<file path="src/leaf_macros.svh">
`ifndef LEAF_MACROS_SVH
`define LEAF_MACROS_SVH

////////////////////////////////////////////////////////////
// network packet widths.
////////////////////////////////////////////////////////////

`define LEAF_PACKET_BITS   49
`define LEAF_PAYLOAD_BITS  32
`define LEAF_NUM_LEAF_BITS 5
`define LEAF_NUM_PORT_BITS 4
`define LEAF_NUM_ADDR_BITS 7

////////////////////////////////////////////////////////////
// leaf geometry.
////////////////////////////////////////////////////////////

// user ports per direction.
`define LEAF_NUM_PORTS 4

// entries in each user-bound queue.
`define LEAF_FIFO_DEPTH 8

`endif

</file>
<file path="src/leaf_pkg.sv">
`include "leaf_macros.svh"

package leaf_pkg;

    typedef logic [`LEAF_PAYLOAD_BITS-1:0]  payload_t;
    typedef logic [`LEAF_NUM_LEAF_BITS-1:0] leaf_addr_t;
    typedef logic [`LEAF_NUM_PORT_BITS-1:0] port_addr_t;
    typedef logic [`LEAF_NUM_ADDR_BITS-1:0] seq_t;

    // msb first, as it sits on the wire.
    typedef struct packed {
        logic       valid;
        leaf_addr_t leaf;
        port_addr_t port;
        seq_t       seq;
        payload_t   payload;
    } packet_t;

    // one destination table entry.
    typedef struct packed {
        leaf_addr_t leaf;
        port_addr_t port;
    } dest_t;

    // port 0 carries configuration writes.
    localparam port_addr_t CFG_PORT = '0;

endpackage

</file>
<file path="src/leaf_fifo.sv">
`include "leaf_macros.svh"

module leaf_fifo
    import leaf_pkg::*;
(
    input  logic     clk,
    input  logic     reset,
    input  logic     push,
    input  payload_t din,
    input  logic     pop,
    output payload_t dout,
    output logic     empty,
    output logic     full
);

    localparam int ADDR_BITS = $clog2(`LEAF_FIFO_DEPTH);

    payload_t             mem [`LEAF_FIFO_DEPTH];
    logic [ADDR_BITS-1:0] wr_ptr;
    logic [ADDR_BITS-1:0] rd_ptr;
    logic [ADDR_BITS:0]   count;

    always_ff @(posedge clk) begin
        if (push) begin
            mem[wr_ptr] <= din;
        end
    end

    always_ff @(posedge clk) begin
        if (reset) begin
            wr_ptr <= '0;
            rd_ptr <= '0;
            count  <= '0;
        end else begin
            if (push) wr_ptr <= wr_ptr + 1'b1;
            if (pop) rd_ptr <= rd_ptr + 1'b1;
            case ({push, pop})
                2'b10:   count <= count + 1'b1;
                2'b01:   count <= count - 1'b1;
                default: count <= count; // both or neither.
            endcase
        end
    end

    // head word, valid whenever not empty.
    assign dout  = mem[rd_ptr];
    assign empty = (count == 0);
    assign full  = (count == `LEAF_FIFO_DEPTH);

    ////////////////////////////////////////////////////////////
    // the network has no back-pressure, the sender must pace itself.
    ////////////////////////////////////////////////////////////

    a_no_overflow: assert property (@(posedge clk) disable iff (reset) !(push && full))
        else $error("leaf_fifo: push while full");

    a_no_underflow: assert property (@(posedge clk) disable iff (reset) !(pop && empty))
        else $error("leaf_fifo: pop while empty");

endmodule

</file>
<file path="src/leaf_rx_unpack.sv">
`include "leaf_macros.svh"

module leaf_rx_unpack
    import leaf_pkg::*;
(
    input  logic                              clk,
    input  logic                              reset,
    input  packet_t                           din,
    output logic [`LEAF_NUM_PORTS-1:0]         q_push,
    output payload_t                          q_data,
    output logic                              cfg_wr,
    output logic [$clog2(`LEAF_NUM_PORTS)-1:0] cfg_index,
    output dest_t                             cfg_dest
);

    localparam int IDX_BITS = $clog2(`LEAF_NUM_PORTS);

    ////////////////////////////////////////////////////////////
    // data packets, ports 1..4 map to queues 0..3.
    ////////////////////////////////////////////////////////////

    always_comb begin
        for (int i = 0; i < `LEAF_NUM_PORTS; i++) begin
            q_push[i] = din.valid && (din.port == port_addr_t'(i + 1));
        end
    end

    // same word goes to every queue, the strobe picks one.
    assign q_data = din.payload;

    ////////////////////////////////////////////////////////////
    // configuration packets.
    ////////////////////////////////////////////////////////////

    assign cfg_wr = din.valid && (din.port == CFG_PORT);

    // payload layout of a config write.
    assign cfg_index     = din.payload[IDX_BITS-1:0];
    assign cfg_dest.leaf = din.payload[8 +: `LEAF_NUM_LEAF_BITS];  // bits 12:8.
    assign cfg_dest.port = din.payload[16 +: `LEAF_NUM_PORT_BITS]; // bits 19:16.

    // packets above the last port are dropped.
    a_port_range: assert property (
        @(posedge clk) disable iff (reset)
        din.valid |-> (din.port <= port_addr_t'(`LEAF_NUM_PORTS))
    ) else $error("leaf_rx_unpack: packet to unknown port %0d", din.port);

endmodule

</file>
<file path="src/leaf_tx_pack.sv">
`include "leaf_macros.svh"

module leaf_tx_pack
    import leaf_pkg::*;
(
    input  logic                              clk,
    input  logic                              reset,
    input  logic                              resend,
    input  logic [`LEAF_NUM_PORTS-1:0]         vld_user,
    input  payload_t                          data_user [`LEAF_NUM_PORTS],
    output logic [`LEAF_NUM_PORTS-1:0]         ack_user,
    input  logic                              cfg_wr,
    input  logic [$clog2(`LEAF_NUM_PORTS)-1:0] cfg_index,
    input  dest_t                             cfg_dest,
    output packet_t                           dout
);

    localparam int IDX_BITS = $clog2(`LEAF_NUM_PORTS);

    logic                arb_en;   // low for the first cycle out of reset.
    logic [IDX_BITS-1:0] last_ptr;
    logic [IDX_BITS-1:0] gnt_idx;
    logic                gnt_any;
    logic                take;
    dest_t               dest_tab [`LEAF_NUM_PORTS];
    seq_t                seq_cnt [`LEAF_NUM_PORTS];
    packet_t             pkt_next;
    packet_t             dout_q;

    ////////////////////////////////////////////////////////////
    // round robin search starts just after the last grant.
    ////////////////////////////////////////////////////////////

    always_comb begin
        logic [IDX_BITS-1:0] idx;
        gnt_idx = '0;
        gnt_any = 1'b0;
        for (int k = 1; k <= `LEAF_NUM_PORTS; k++) begin
            idx = last_ptr + IDX_BITS'(k);
            if (!gnt_any && vld_user[idx]) begin
                gnt_idx = idx;
                gnt_any = 1'b1;
            end
        end
    end

    assign take     = gnt_any && arb_en && !resend;
    assign ack_user = take ? (`LEAF_NUM_PORTS'(1) << gnt_idx) : '0;

    // stamp destination and running count.
    always_comb begin
        pkt_next.valid   = 1'b1;
        pkt_next.leaf    = dest_tab[gnt_idx].leaf;
        pkt_next.port    = dest_tab[gnt_idx].port;
        pkt_next.seq     = seq_cnt[gnt_idx];
        pkt_next.payload = data_user[gnt_idx];
    end

    always_ff @(posedge clk) begin
        if (reset) begin
            arb_en   <= 1'b0;
            last_ptr <= IDX_BITS'(`LEAF_NUM_PORTS - 1); // port 0 wins first.
            dout_q   <= '0;
            for (int i = 0; i < `LEAF_NUM_PORTS; i++) begin
                dest_tab[i] <= '0;
                seq_cnt[i]  <= '0;
            end
        end else begin
            arb_en <= 1'b1;
            if (cfg_wr) begin
                dest_tab[cfg_index] <= cfg_dest;
            end
            if (take) begin
                last_ptr         <= gnt_idx;
                seq_cnt[gnt_idx] <= seq_cnt[gnt_idx] + 1'b1; // wraps at 128.
            end
            dout_q <= take ? pkt_next : '0;
        end
    end

    // network sees zeros while a resend is going on.
    assign dout = resend ? '0 : dout_q;

    a_ack_onehot: assert property (@(posedge clk) disable iff (reset) $onehot0(ack_user))
        else $error("leaf_tx_pack: more than one user port acked");

endmodule

</file>
<file path="src/leaf_i4o4.sv">
`include "leaf_macros.svh"

module leaf_i4o4
    import leaf_pkg::*;
(
    input  logic     clk,
    input  logic     reset,
    input  logic     resend,
    input  packet_t  din_leaf_bft2interface,
    output packet_t  dout_leaf_interface2bft,

    output payload_t dout_leaf_interface2user_1,
    output payload_t dout_leaf_interface2user_2,
    output payload_t dout_leaf_interface2user_3,
    output payload_t dout_leaf_interface2user_4,
    output logic     vld_interface2user_1,
    output logic     vld_interface2user_2,
    output logic     vld_interface2user_3,
    output logic     vld_interface2user_4,
    input  logic     ack_user2interface_1,
    input  logic     ack_user2interface_2,
    input  logic     ack_user2interface_3,
    input  logic     ack_user2interface_4,

    input  payload_t din_leaf_user2interface_1,
    input  payload_t din_leaf_user2interface_2,
    input  payload_t din_leaf_user2interface_3,
    input  payload_t din_leaf_user2interface_4,
    input  logic     vld_user2interface_1,
    input  logic     vld_user2interface_2,
    input  logic     vld_user2interface_3,
    input  logic     vld_user2interface_4,
    output logic     ack_interface2user_1,
    output logic     ack_interface2user_2,
    output logic     ack_interface2user_3,
    output logic     ack_interface2user_4
);

    logic [`LEAF_NUM_PORTS-1:0]         q_push;
    payload_t                          q_data;
    logic [`LEAF_NUM_PORTS-1:0]         q_pop;
    logic [`LEAF_NUM_PORTS-1:0]         q_empty;
    payload_t                          q_dout [`LEAF_NUM_PORTS];
    logic [`LEAF_NUM_PORTS-1:0]         user_ack;
    logic                              cfg_wr;
    logic [$clog2(`LEAF_NUM_PORTS)-1:0] cfg_index;
    dest_t                             cfg_dest;
    logic [`LEAF_NUM_PORTS-1:0]         tx_vld;
    payload_t                          tx_data [`LEAF_NUM_PORTS];
    logic [`LEAF_NUM_PORTS-1:0]         tx_ack;

    ////////////////////////////////////////////////////////////
    // network to user.
    ////////////////////////////////////////////////////////////

    leaf_rx_unpack rx_unpack_inst (
        .clk       (clk),
        .reset     (reset),
        .din       (din_leaf_bft2interface),
        .q_push    (q_push),
        .q_data    (q_data),
        .cfg_wr    (cfg_wr),
        .cfg_index (cfg_index),
        .cfg_dest  (cfg_dest)
    );

    assign user_ack = {ack_user2interface_4, ack_user2interface_3,
                       ack_user2interface_2, ack_user2interface_1};
    assign q_pop    = user_ack & ~q_empty; // ack without vld is ignored.

    for (genvar i = 0; i < `LEAF_NUM_PORTS; i++) begin : g_rx_queue
        leaf_fifo fifo_inst (
            .clk   (clk),
            .reset (reset),
            .push  (q_push[i]),
            .din   (q_data),
            .pop   (q_pop[i]),
            .dout  (q_dout[i]),
            .empty (q_empty[i]),
            .full  ()
        );
    end

    assign dout_leaf_interface2user_1 = q_dout[0];
    assign dout_leaf_interface2user_2 = q_dout[1];
    assign dout_leaf_interface2user_3 = q_dout[2];
    assign dout_leaf_interface2user_4 = q_dout[3];
    assign {vld_interface2user_4, vld_interface2user_3,
            vld_interface2user_2, vld_interface2user_1} = ~q_empty;

    ////////////////////////////////////////////////////////////
    // user to network.
    ////////////////////////////////////////////////////////////

    assign tx_vld     = {vld_user2interface_4, vld_user2interface_3,
                         vld_user2interface_2, vld_user2interface_1};
    assign tx_data[0] = din_leaf_user2interface_1;
    assign tx_data[1] = din_leaf_user2interface_2;
    assign tx_data[2] = din_leaf_user2interface_3;
    assign tx_data[3] = din_leaf_user2interface_4;

    leaf_tx_pack tx_pack_inst (
        .clk       (clk),
        .reset     (reset),
        .resend    (resend),
        .vld_user  (tx_vld),
        .data_user (tx_data),
        .ack_user  (tx_ack),
        .cfg_wr    (cfg_wr),
        .cfg_index (cfg_index),
        .cfg_dest  (cfg_dest),
        .dout      (dout_leaf_interface2bft)
    );

    assign {ack_interface2user_4, ack_interface2user_3,
            ack_interface2user_2, ack_interface2user_1} = tx_ack;

endmodule

</file>
<file path="config.mk">
export PLATFORM = sky130hd
export DESIGN_NAME = leaf_i4o4
export DESIGN_NICKNAME = d
export VERILOG_FILES = /design/src/leaf_pkg.sv /design/src/leaf_fifo.sv /design/src/leaf_rx_unpack.sv /design/src/leaf_tx_pack.sv /design/src/leaf_i4o4.sv
export VERILOG_INCLUDE_DIRS = /design/src
export SDC_FILE = /design/constraint.sdc
export NUM_CORES = 1
export LEC_CHECK = 0
export BUFFER_PORTS_ARGS = -buffer_cell sky130_fd_sc_hd__buf_4
export CAP_MARGIN = 30
export CORE_MARGIN = 2
export CORE_UTILIZATION = 55
export DETAILED_ROUTE_END_ITERATION = 10
export GPL_ROUTABILITY_DRIVEN = 0
export PLACE_DENSITY = 0.7
export SYNTH_ARGS = -nofsm -noshare
export SYNTH_HDL_FRONTEND = slang
export SYNTH_SLANG_ARGS = --single-unit
</file>
<file path="constraint.sdc">
create_clock -name clk -period 7.16 [get_ports clk]
set_input_delay 0.716 -clock clk [delete_from_list [all_inputs] [get_ports clk]]
set_output_delay 0.716 -clock clk [all_outputs]
set_load 0.005 [all_outputs]
</file>
==> impl_metrics.toml, run 1 <==
[outcome]
outcome = "completed"

[finish]
final_common_cell = "edfxtp_1"
fin_nets = 2869
final_cell_mix = "1088 x edfxtp_1, 410 x buf_4, 297 x mux4_2"
area_growth_syn_to_layout_pct = 17.69
drive_gt1_share_pct = 39.05

[critical_path]
worstSetupPathType = "reg2out"
cp_data_arrival_time_ns = 3.27
critPathMaxFanout = 35
end_kind = "output port"
cp.required_ns = 6.44
crit_path_start_kind = "flop"

[grt]
grt_pass1_vias = 23830
track_usage_pct = 24.27
grt_antenna_before_repair = 4
grt_max_degree = 65
gr-total-overflow = 0
grt_pass1_wl_mm = 152.0

[die]
core_mm2 = 0.08369
start_util_pct = 55.50
die_w_um = 294.6
rows = 106
io_pins = 373
die_h_um = 294.6
die-area_mm2 = 0.08678

[logic_synthesis]
synth-seq-cells = 1192
synth_edf_count = 1088
mappedNetlistArea_mm2 = 0.04644
async_reset_ff_share_pct = 0
synthFlopType = "edfxtp_1"
yosys_warnings = 0
synth_area_leaders = "edfxtp_1 70%, mux4_2 14%, dfxtp_1 4.5%, mux2_2 3.2%, and2_1 1.1%"
synth_top_area_cell = "edfxtp_1"
synth-seq-area-share_pct = 74.83
synthesis.nets = 2443
synthCells = 2230
synth_top_area_share_pct = 70.35
synthDistinctLibCells = 54
syn_avg_cell_area_um2 = 20.83

[sta]
period_share_pct = 55.68
skew_ns = 0.02700
worst_pin_slew_ns = 0.9700
final_hold_viol_count = 0
period_minus_slack_ns = 3.987
rsz0062_at_grt = "false"
relSlewSlack_pct = 34.98
setup_viol = 0
fmax_mhz = 250.8
tns_ns = 0
slew_violations = 0

[route]
antenna_left = 0
firstDrtPassIters = 8
post_drt_wl_per_cell_um = 26.84
drcViolationCount = 0
vias = 22940
wl_mm = 104.5
via_per_inst = 5.891
drt-initial-drc-count = 1809

[power]
p_per_area_mw_per_mm2 = 265.0
fin_total_pwr_mw = 14.49
vdd_drop_max_mv = 0.2830
power_leakage_nw = 17.94

[clocking]
cts_tree = "done"
clkLatencyLatePin_ns = 0.69
htree_levels = 3
hold_buffers = 0
clkSinkCount = 1192
cts_buffers = 116
postCtsSetupRepairBufs = 0
cts.reportedPaths.clkPinSlew_ns = 0.06
ctsResizeCount = 0
ctsRootBufferMaster = "clkbuf_16"
clock_path_buffers = 3

[placed_design]
port_buffers = 360
hpwlAfterDp_mm = 61.14

[job]
drv_cap = 0

[min_path]
hp-class = "in2reg"
## per-layer routing
metal / vias to the layer above / part of all wire [%] / GRT usage [%]
met5: - / 0.033 / 0
met4: 6 / 2.7 / 7.641
met3: 141 / 7.1 / 4.404
met2: 846 / 52 / 42.27
met1: 12040 / 38 / 31.18
li1: 9902 / - / -
## Yosys cell counts, drive strengths merged, types with 5 or more instances
| library cell | instances |
|---|---|
| edfxtp | 1088 |
| mux4 | 297 |
| mux2 | 133 |
| dfxtp | 104 |
| nor2 | 85 |
| and2 | 78 |
| clkbuf | 62 |
| nand2 | 57 |
| nor2b | 51 |
| buf | 45 |
| a21oi | 37 |
| inv | 25 |
| ha | 21 |
| xor2 | 20 |
| nor3 | 19 |
| mux2i | 14 |
| nand2b | 12 |
| o21ai | 8 |
| or2 | 8 |
| xnor2 | 7 |
| a21o | 6 |
| a21boi | 5 |
| nand4 | 5 |
| nor4 | 5 |
| or3 | 5 |
## metrics by stage
step | setup WS [ns] | instances | area, um2 | utilization [%] | hold WS, ns
after floorplan | 1.982 | 2230 | 46440 | - | 0.4531
after global placement | 3.101 | 3667 | 50720 | 60.61 | 0.4542
after detailed placement | 3.204 | 3671 | 50790 | 60.69 | 0.4710
after CTS | 3.039 | 3891 | 54640 | 65.30 | 0.3490
after global routing | 2.917 | 3892 | 54650 | 65.31 | 0.3912
final | 3.173 | 3894 | 54660 | 65.31 | 0.3773
## kinds of logic (layout without fill, tap and decap cells)
logic type                 Yosys count  after routing  synth area share (%)
xor gates and xnor gates            27             27                0.5092
other                                0              2                     0
AOI/OAI and AO/OA                   72             72                0.9995
muxes                              444            444                 17.94
DFF                               1192           1192                 74.83
adders and majority gates           25             25                0.7382
buffers and inverters              132            660                 1.153
and+or+nand+nor                    338            338                 3.826
## power by group
part	total (mW)	switching (mW)	leakage (nW)	internal, mW
Sequential	7.67	0.0375	10.7	7.64
Combinational	0.759	0.396	5.37	0.363
Clock	6.05	2.57	1.89	3.48
Total	14.5	3.01	17.9	11.5
## area by class of cell
cell class	instances	area, um2
diodes	2	5.005
clock buffers	145	3136
clock inverters	75	721.9
fillers	5492	29030
inverters	25	93.84
multi-input cells	906	11360
flip-flops and latches	1192	34770
well taps	1134	1419
repair buffers	415	3151
## registers in the layout (all words and copies together), names as in the netlist, named ones only
name / flops
g_rx_queue.fifo_inst.mem: 1024
tx_pack_inst.dout_q: 49
tx_pack_inst.dest_tab: 36
tx_pack_inst.seq_cnt: 28
g_rx_queue.fifo_inst.count: 16
g_rx_queue.fifo_inst.rd_ptr: 12
g_rx_queue.fifo_inst.wr_ptr: 12
tx_pack_inst.last_ptr: 2
tx_pack_inst.arb_en: 1
## path summary, 6_finish.rpt
path / startpoint / endpoint / slack (ns) / cells past startpoint
hold / removal: ack_user2interface_4 / flop / 0.38 / 4
setup reg to reg: tx_pack_inst.last_ptr[1] / tx_pack_inst.seq_cnt[3][6] / 3.91 / 10
setup / recovery: flop / dout_leaf_interface2user_2[15] / 3.17 / 4
hold reg to reg: g_rx_queue[1].fifo_inst.rd_ptr[1] / flop / 0.48 / 2
## critical path: stages (launching register included)
cell and delay, ns:
dfxtp_4 0.74, buf_4 0.69, mux4_2 0.58, mux2_2 0.34, buf_4 0.19
Note: power is estimated with default switching activity, not from simulation.
==> inputs of run 2 (changes only) <==
==> constraint.sdc (replaced) <==
create_clock -name clk -period 4 [get_ports clk]
set_input_delay 0.4 -clock clk [delete_from_list [all_inputs] [get_ports clk]]
set_output_delay 0.4 -clock clk [all_outputs]
set_load 0.005 [all_outputs]
==> impl_metrics.toml, run 2 (synthesis gave the netlist of run 1 again) <==
[outcome]
outcome = "completed"

[sta]
period_share_pct = 85.77
worst_pin_slew_ns = 0.9686
final_hold_viol_count = 0
setup_slack_ns = 0.5691
relSlewSlack_pct = 35.43
slew_violations = 0
skew_ns = 0.01123
fmax_mhz = 291.5
period_minus_slack_ns = 3.431
rsz0062_at_grt = "false"
setup_viol = 0

[route]
firstDrtPassIters = 8
antenna_left = 0
vias = 23070
post_drt_wl_per_cell_um = 26.48
drt-initial-drc-count = 1930
wl_mm = 103.1
drcViolationCount = 0
via_per_inst = 5.925

[die]
die_h_um = 294.6
io_pins = 373
die-area_mm2 = 0.08678
die_w_um = 294.6
rows = 106
start_util_pct = 55.50
core_mm2 = 0.08369

[job]
drv_cap = 0

[placed_design]
hpwlAfterDp_mm = 59.96
dpl_worst_slack_ns = 0.3179
dp_cells = 3681
port_buffers = 360

[critical_path]
crit_path_start_kind = "flop"
worstSetupPathType = "reg2reg"
cp_data_arrival_time_ns = 3.84
critPathMaxFanout = 12
cp.required_ns = 4.41
end_kind = "flop"

[finish]
multiInputGateArea_mm2 = 0.01132
top_regs = "g_rx_queue.fifo_inst.mem (1024), tx_pack_inst.dout_q (49), tx_pack_inst.dest_tab (36)"
drive_gt1_share_pct = 39.22
instances_no_fill = 3894
final_common_cell = "edfxtp_1"
n_fill_cell = 5506
fin_nets = 2874
final_cell_mix = "1088 x edfxtp_1, 417 x buf_4, 297 x mux4_2"
seqCellArea_mm2 = 0.03477
largest_reg_flops = 1024
top_register = "g_rx_queue.fifo_inst.mem"
area_growth_syn_to_layout_pct = 17.11

[power]
comb_power_share_pct = 5.4
seqPwrFrac_pct = 54.5
swShare_pct = 20.73
p_switching_mw = 5.215
vdd_drop_max_mv = 0.3576
pwr-share-clk_pct = 40.0
p_per_area_mw_per_mm2 = 462.5
power_leakage_nw = 17.81
p_int_mw = 19.94

[clocking]
ctsResizeCount = 0
clock_path_buffers = 3
hold_buffers = 0
cts_tree = "done"
cts.reportedPaths.clkPinSlew_ns = 0.06
ctsRootBufferMaster = "clkbuf_16"
postCtsSetupRepairBufs = 0
htree_levels = 3
cts_buffers = 112
clkLatencyLatePin_ns = 0.67
clkSinkCount = 1192

[grt]
grt_pass1_vias = 23750
gr-total-overflow = 0
track_usage_pct = 23.89
grt_pass1_wl_mm = 151.3
grt_max_degree = 65
grt_antenna_before_repair = 3

[min_path]
hp-class = "in2reg"
[run 2: path summary, 6_finish.rpt]
| check | start | end | slack [ns] | cells past startpoint |
|---|---|---|---|---|
| worst max-delay path | tx_pack_inst.last_ptr[1] | tx_pack_inst.seq_cnt[3][6] | 0.57 | 10 |
| worst min-delay path | reset | tx_pack_inst.arb_en | 0.09 | 2 |
| worst max register to register | tx_pack_inst.last_ptr[1] | tx_pack_inst.seq_cnt[3][6] | 0.57 | 10 |
| worst min register to register | g_rx_queue[3].fifo_inst.rd_ptr[1] | flop | 0.48 | 2 |
[run 2: per-stage QoR]
step / utilization [%] / power [mW] / hold slack [ns] / area (um2) / setup TNS [ns]
floorplan: - / 14.72 / 0.4531 / 46460 / -2.143
global placement: 60.79 / 15.33 / 0.4559 / 50880 / 0
detailed placement: 60.79 / 15.38 / 0.4780 / 50880 / 0
CTS: 64.97 / 25.37 / 0.02857 / 54370 / 0
global route: 64.97 / 25.91 / 0.04364 / 54370 / 0
finish: 64.99 / 25.16 / 0.08736 / 54390 / 0
[run 2: critical path, cell delays in order (launching register included)]
cell and delay (ns):
dfxtp_1 0.46, nand2b_1 0.14, a21boi_1 0.09, o21ai_1 0.72, a211oi_1 0.19, nor2_1 0.23
ha_1 0.30, inv_1 0.07, a211o_1 0.26, nor4_4 0.35, mux2_1 0.36
[run 2: metal layers]
layer  routed length [um]  part of all wire, %  track usage, %  up-vias
met5                   27                0.026               0        -
met4                 2597                  2.5           6.458        4
met3                 6814                  6.6           4.140      164
met2                51360                   50           39.39      793
met1                42320                   41           33.39    12200
li1                     -                    -               -     9907
[run 2: area by class of cell]
type	count	area share, %
Sequential cell	1192	63.93
Multi-Input combinational cell	906	20.81
Timing Repair Buffer	424	6.013
Clock buffer	143	5.498
Tap cell	1134	2.609
Clock inverter	64	0.9340
Inverter	25	0.1725
Antenna cell	6	0.02761
[run 2: power groups by stage]
stage               Combinational (mW)  Sequential (mW)  Clock [mW]
global route                      1.48             13.7        10.7
floorplan                        0.757             14.0           0
finish                            1.37             13.7        10.1
detailed placement                1.39             14.0           0
global placement                  1.35             14.0           0
CTS                               1.39             13.7        10.3
==> inputs of run 3 (changes only) <==
--- a/config.mk
+++ b/config.mk
@@ -15,4 +15,5 @@
 export PLACE_DENSITY = 0.7
 export SYNTH_ARGS = -nofsm -noshare
 export SYNTH_HDL_FRONTEND = slang
+export SYNTH_HIERARCHICAL = 1
 export SYNTH_SLANG_ARGS = --single-unit
==> impl_metrics.toml, run 3 <==
[outcome]
outcome = "completed"

[route]
antenna_left = 0
wl_mm = 109.2
vias = 24050
drcViolationCount = 0
drt-initial-drc-count = 2303
via_per_inst = 6.006
firstDrtPassIters = 5
post_drt_wl_per_cell_um = 27.26

[clocking]
cts.reportedPaths.clkPinSlew_ns = 0.06
postCtsSetupRepairBufs = 0
ctsResizeCount = 0
cts_buffers = 117
cts_tree = "done"
clkLatencyLatePin_ns = 0.68
clkSinkCount = 1192
htree_levels = 3
ctsRootBufferMaster = "clkbuf_16"
hold_buffers = 0
clock_path_buffers = 3

[sta]
period_share_pct = 82.78
period_minus_slack_ns = 3.311
relSlewSlack_pct = 38.81
setup_viol = 0
skew_ns = 0.02579
setup_slack_ns = 0.6886
fmax_mhz = 302.0
slew_violations = 0
final_hold_viol_count = 0
rsz0062_at_grt = "false"
tns_ns = 0
worst_pin_slew_ns = 0.9178

[grt]
track_usage_pct = 24.29
grt_pass1_wl_mm = 158.4
grt_max_degree = 66
gr-total-overflow = 0
grt_pass1_vias = 24840
grt_antenna_before_repair = 9

[finish]
area_growth_syn_to_layout_pct = 16.66
largest_reg_flops = 1024
n_fill_cell = 5648
fin_nets = 2958
top_register = "g_rx_queue.fifo_inst/mem"
top_regs = "g_rx_queue.fifo_inst/mem (1024), tx_pack_inst/dout_q (49), tx_pack_inst/dest_tab (36)"
final_cell_mix = "1088 x edfxtp_1, 408 x buf_4, 160 x mux4_1"
drive_gt1_share_pct = 31.68
final_common_cell = "edfxtp_1"

[critical_path]
cp_data_arrival_time_ns = 2.91
critPathMaxFanout = 42
rr_worst_depth = 8
worstSetupPathType = "reg2out"
crit_path_start_kind = "flop"
cp.required_ns = 3.60
end_kind = "output port"

[logic_synthesis]
synthesis.nets = 2582
syn_avg_cell_area_um2 = 20.21
yosys_warnings = 6
mappedNetlistArea_mm2 = 0.04797
synthCells = 2373

[power]
vdd_drop_max_mv = 0.3839
p_per_area_mw_per_mm2 = 479.5
comb_power_share_pct = 7.1
pwr-share-clk_pct = 41.3
power_leakage_nw = 18.60
seqPwrFrac_pct = 51.6
swShare_pct = 21.25
fin_total_pwr_mw = 26.83
p_switching_mw = 5.702
p_int_mw = 21.13

[die]
core_mm2 = 0.08662
io_pins = 373
die_w_um = 299.3
rows = 108
die-area_mm2 = 0.08959
die_h_um = 299.3
start_util_pct = 55.38

[placed_design]
dpl_worst_slack_ns = 0.8064
port_buffers = 360
hpwlAfterDp_mm = 63.80

[min_path]
hp-class = "in2reg"
holdPathStages = 3

[job]
drv_cap = 0
==> run 3: cell count changes in the layout (fill, tap and decap cells not counted), sizes merged, moves of 20 or more <==
cell    previous run  this run
and2              78        42
nand2             57        37
a211oi             4        84
nor2b             51       103
mux2i             14        76
mux4             297       256
==> run 3: metal layers <==
metal	part of all wire [%]	track usage, %	up-vias	wire length (um)
met2	50	40.99	961	54320
met5	0.053	0	-	58
met3	8.0	5.378	188	8707
li1	-	-	10440	-
met4	3.9	9.607	10	4290
met1	38	30.90	12450	41810
==> run 3: stage by stage <==
| stage | utilization (%) | instance area, um2 | hold WS (ns) | instances |
|---|---|---|---|---|
| floorplan | - | 47990 | 0.4641 | 2373 |
| global placement | 60.03 | 52000 | 0.4960 | 3784 |
| detailed placement | 60.05 | 52020 | 0.5176 | 3785 |
| CTS | 64.60 | 55950 | 0.05059 | 4002 |
| global route | 64.60 | 55960 | 0.07084 | 4004 |
| finish | 64.61 | 55960 | 0.09584 | 4005 |
==> run 3: path summary, 6_finish.rpt <==
check / start / end / slack (ns)
min: din_leaf_user2interface_2[15] / tx_pack_inst/dout_q[15] / 0.1
max reg2reg: tx_pack_inst/last_ptr[0] / tx_pack_inst/seq_cnt[0][6] / 1.05
min reg2reg: g_rx_queue[1].fifo_inst/rd_ptr[2] / flop / 0.53
max: flop / dout_leaf_interface2user_3[6] / 0.69
==> run 3: cell type report <==
type | count | area, um2 | area share [%]
tap | 1155 | 1445 | 2.582
clock inverter | 75 | 853.3 | 1.525
inverter | 11 | 41.29 | 0.07378
multi-input combinational | 1003 | 12370 | 22.10
sequential | 1192 | 34780 | 62.15
timing repair buffer | 424 | 3383 | 6.046
antenna | 3 | 7.507 | 0.01342
clock buffer | 142 | 3083 | 5.509
==> run 3: power groups by stage <==
stage	sequential [mW]	clock, mW	combinational (mW)
after floorplan	14.0	0	1.34
after global placement	14.1	0	1.85
after detailed placement	14.1	0	1.91
after CTS	13.9	11.3	1.92
after global routing	13.9	11.7	2.04
final	13.9	11.1	1.90
==> run 3: critical path, stage by stage, from the launching register on <==
cell and delay (ns):
dfxtp_4 0.86, buf_12 0.29, mux4_1 0.58, mux2_2 0.31
buf_4 0.14
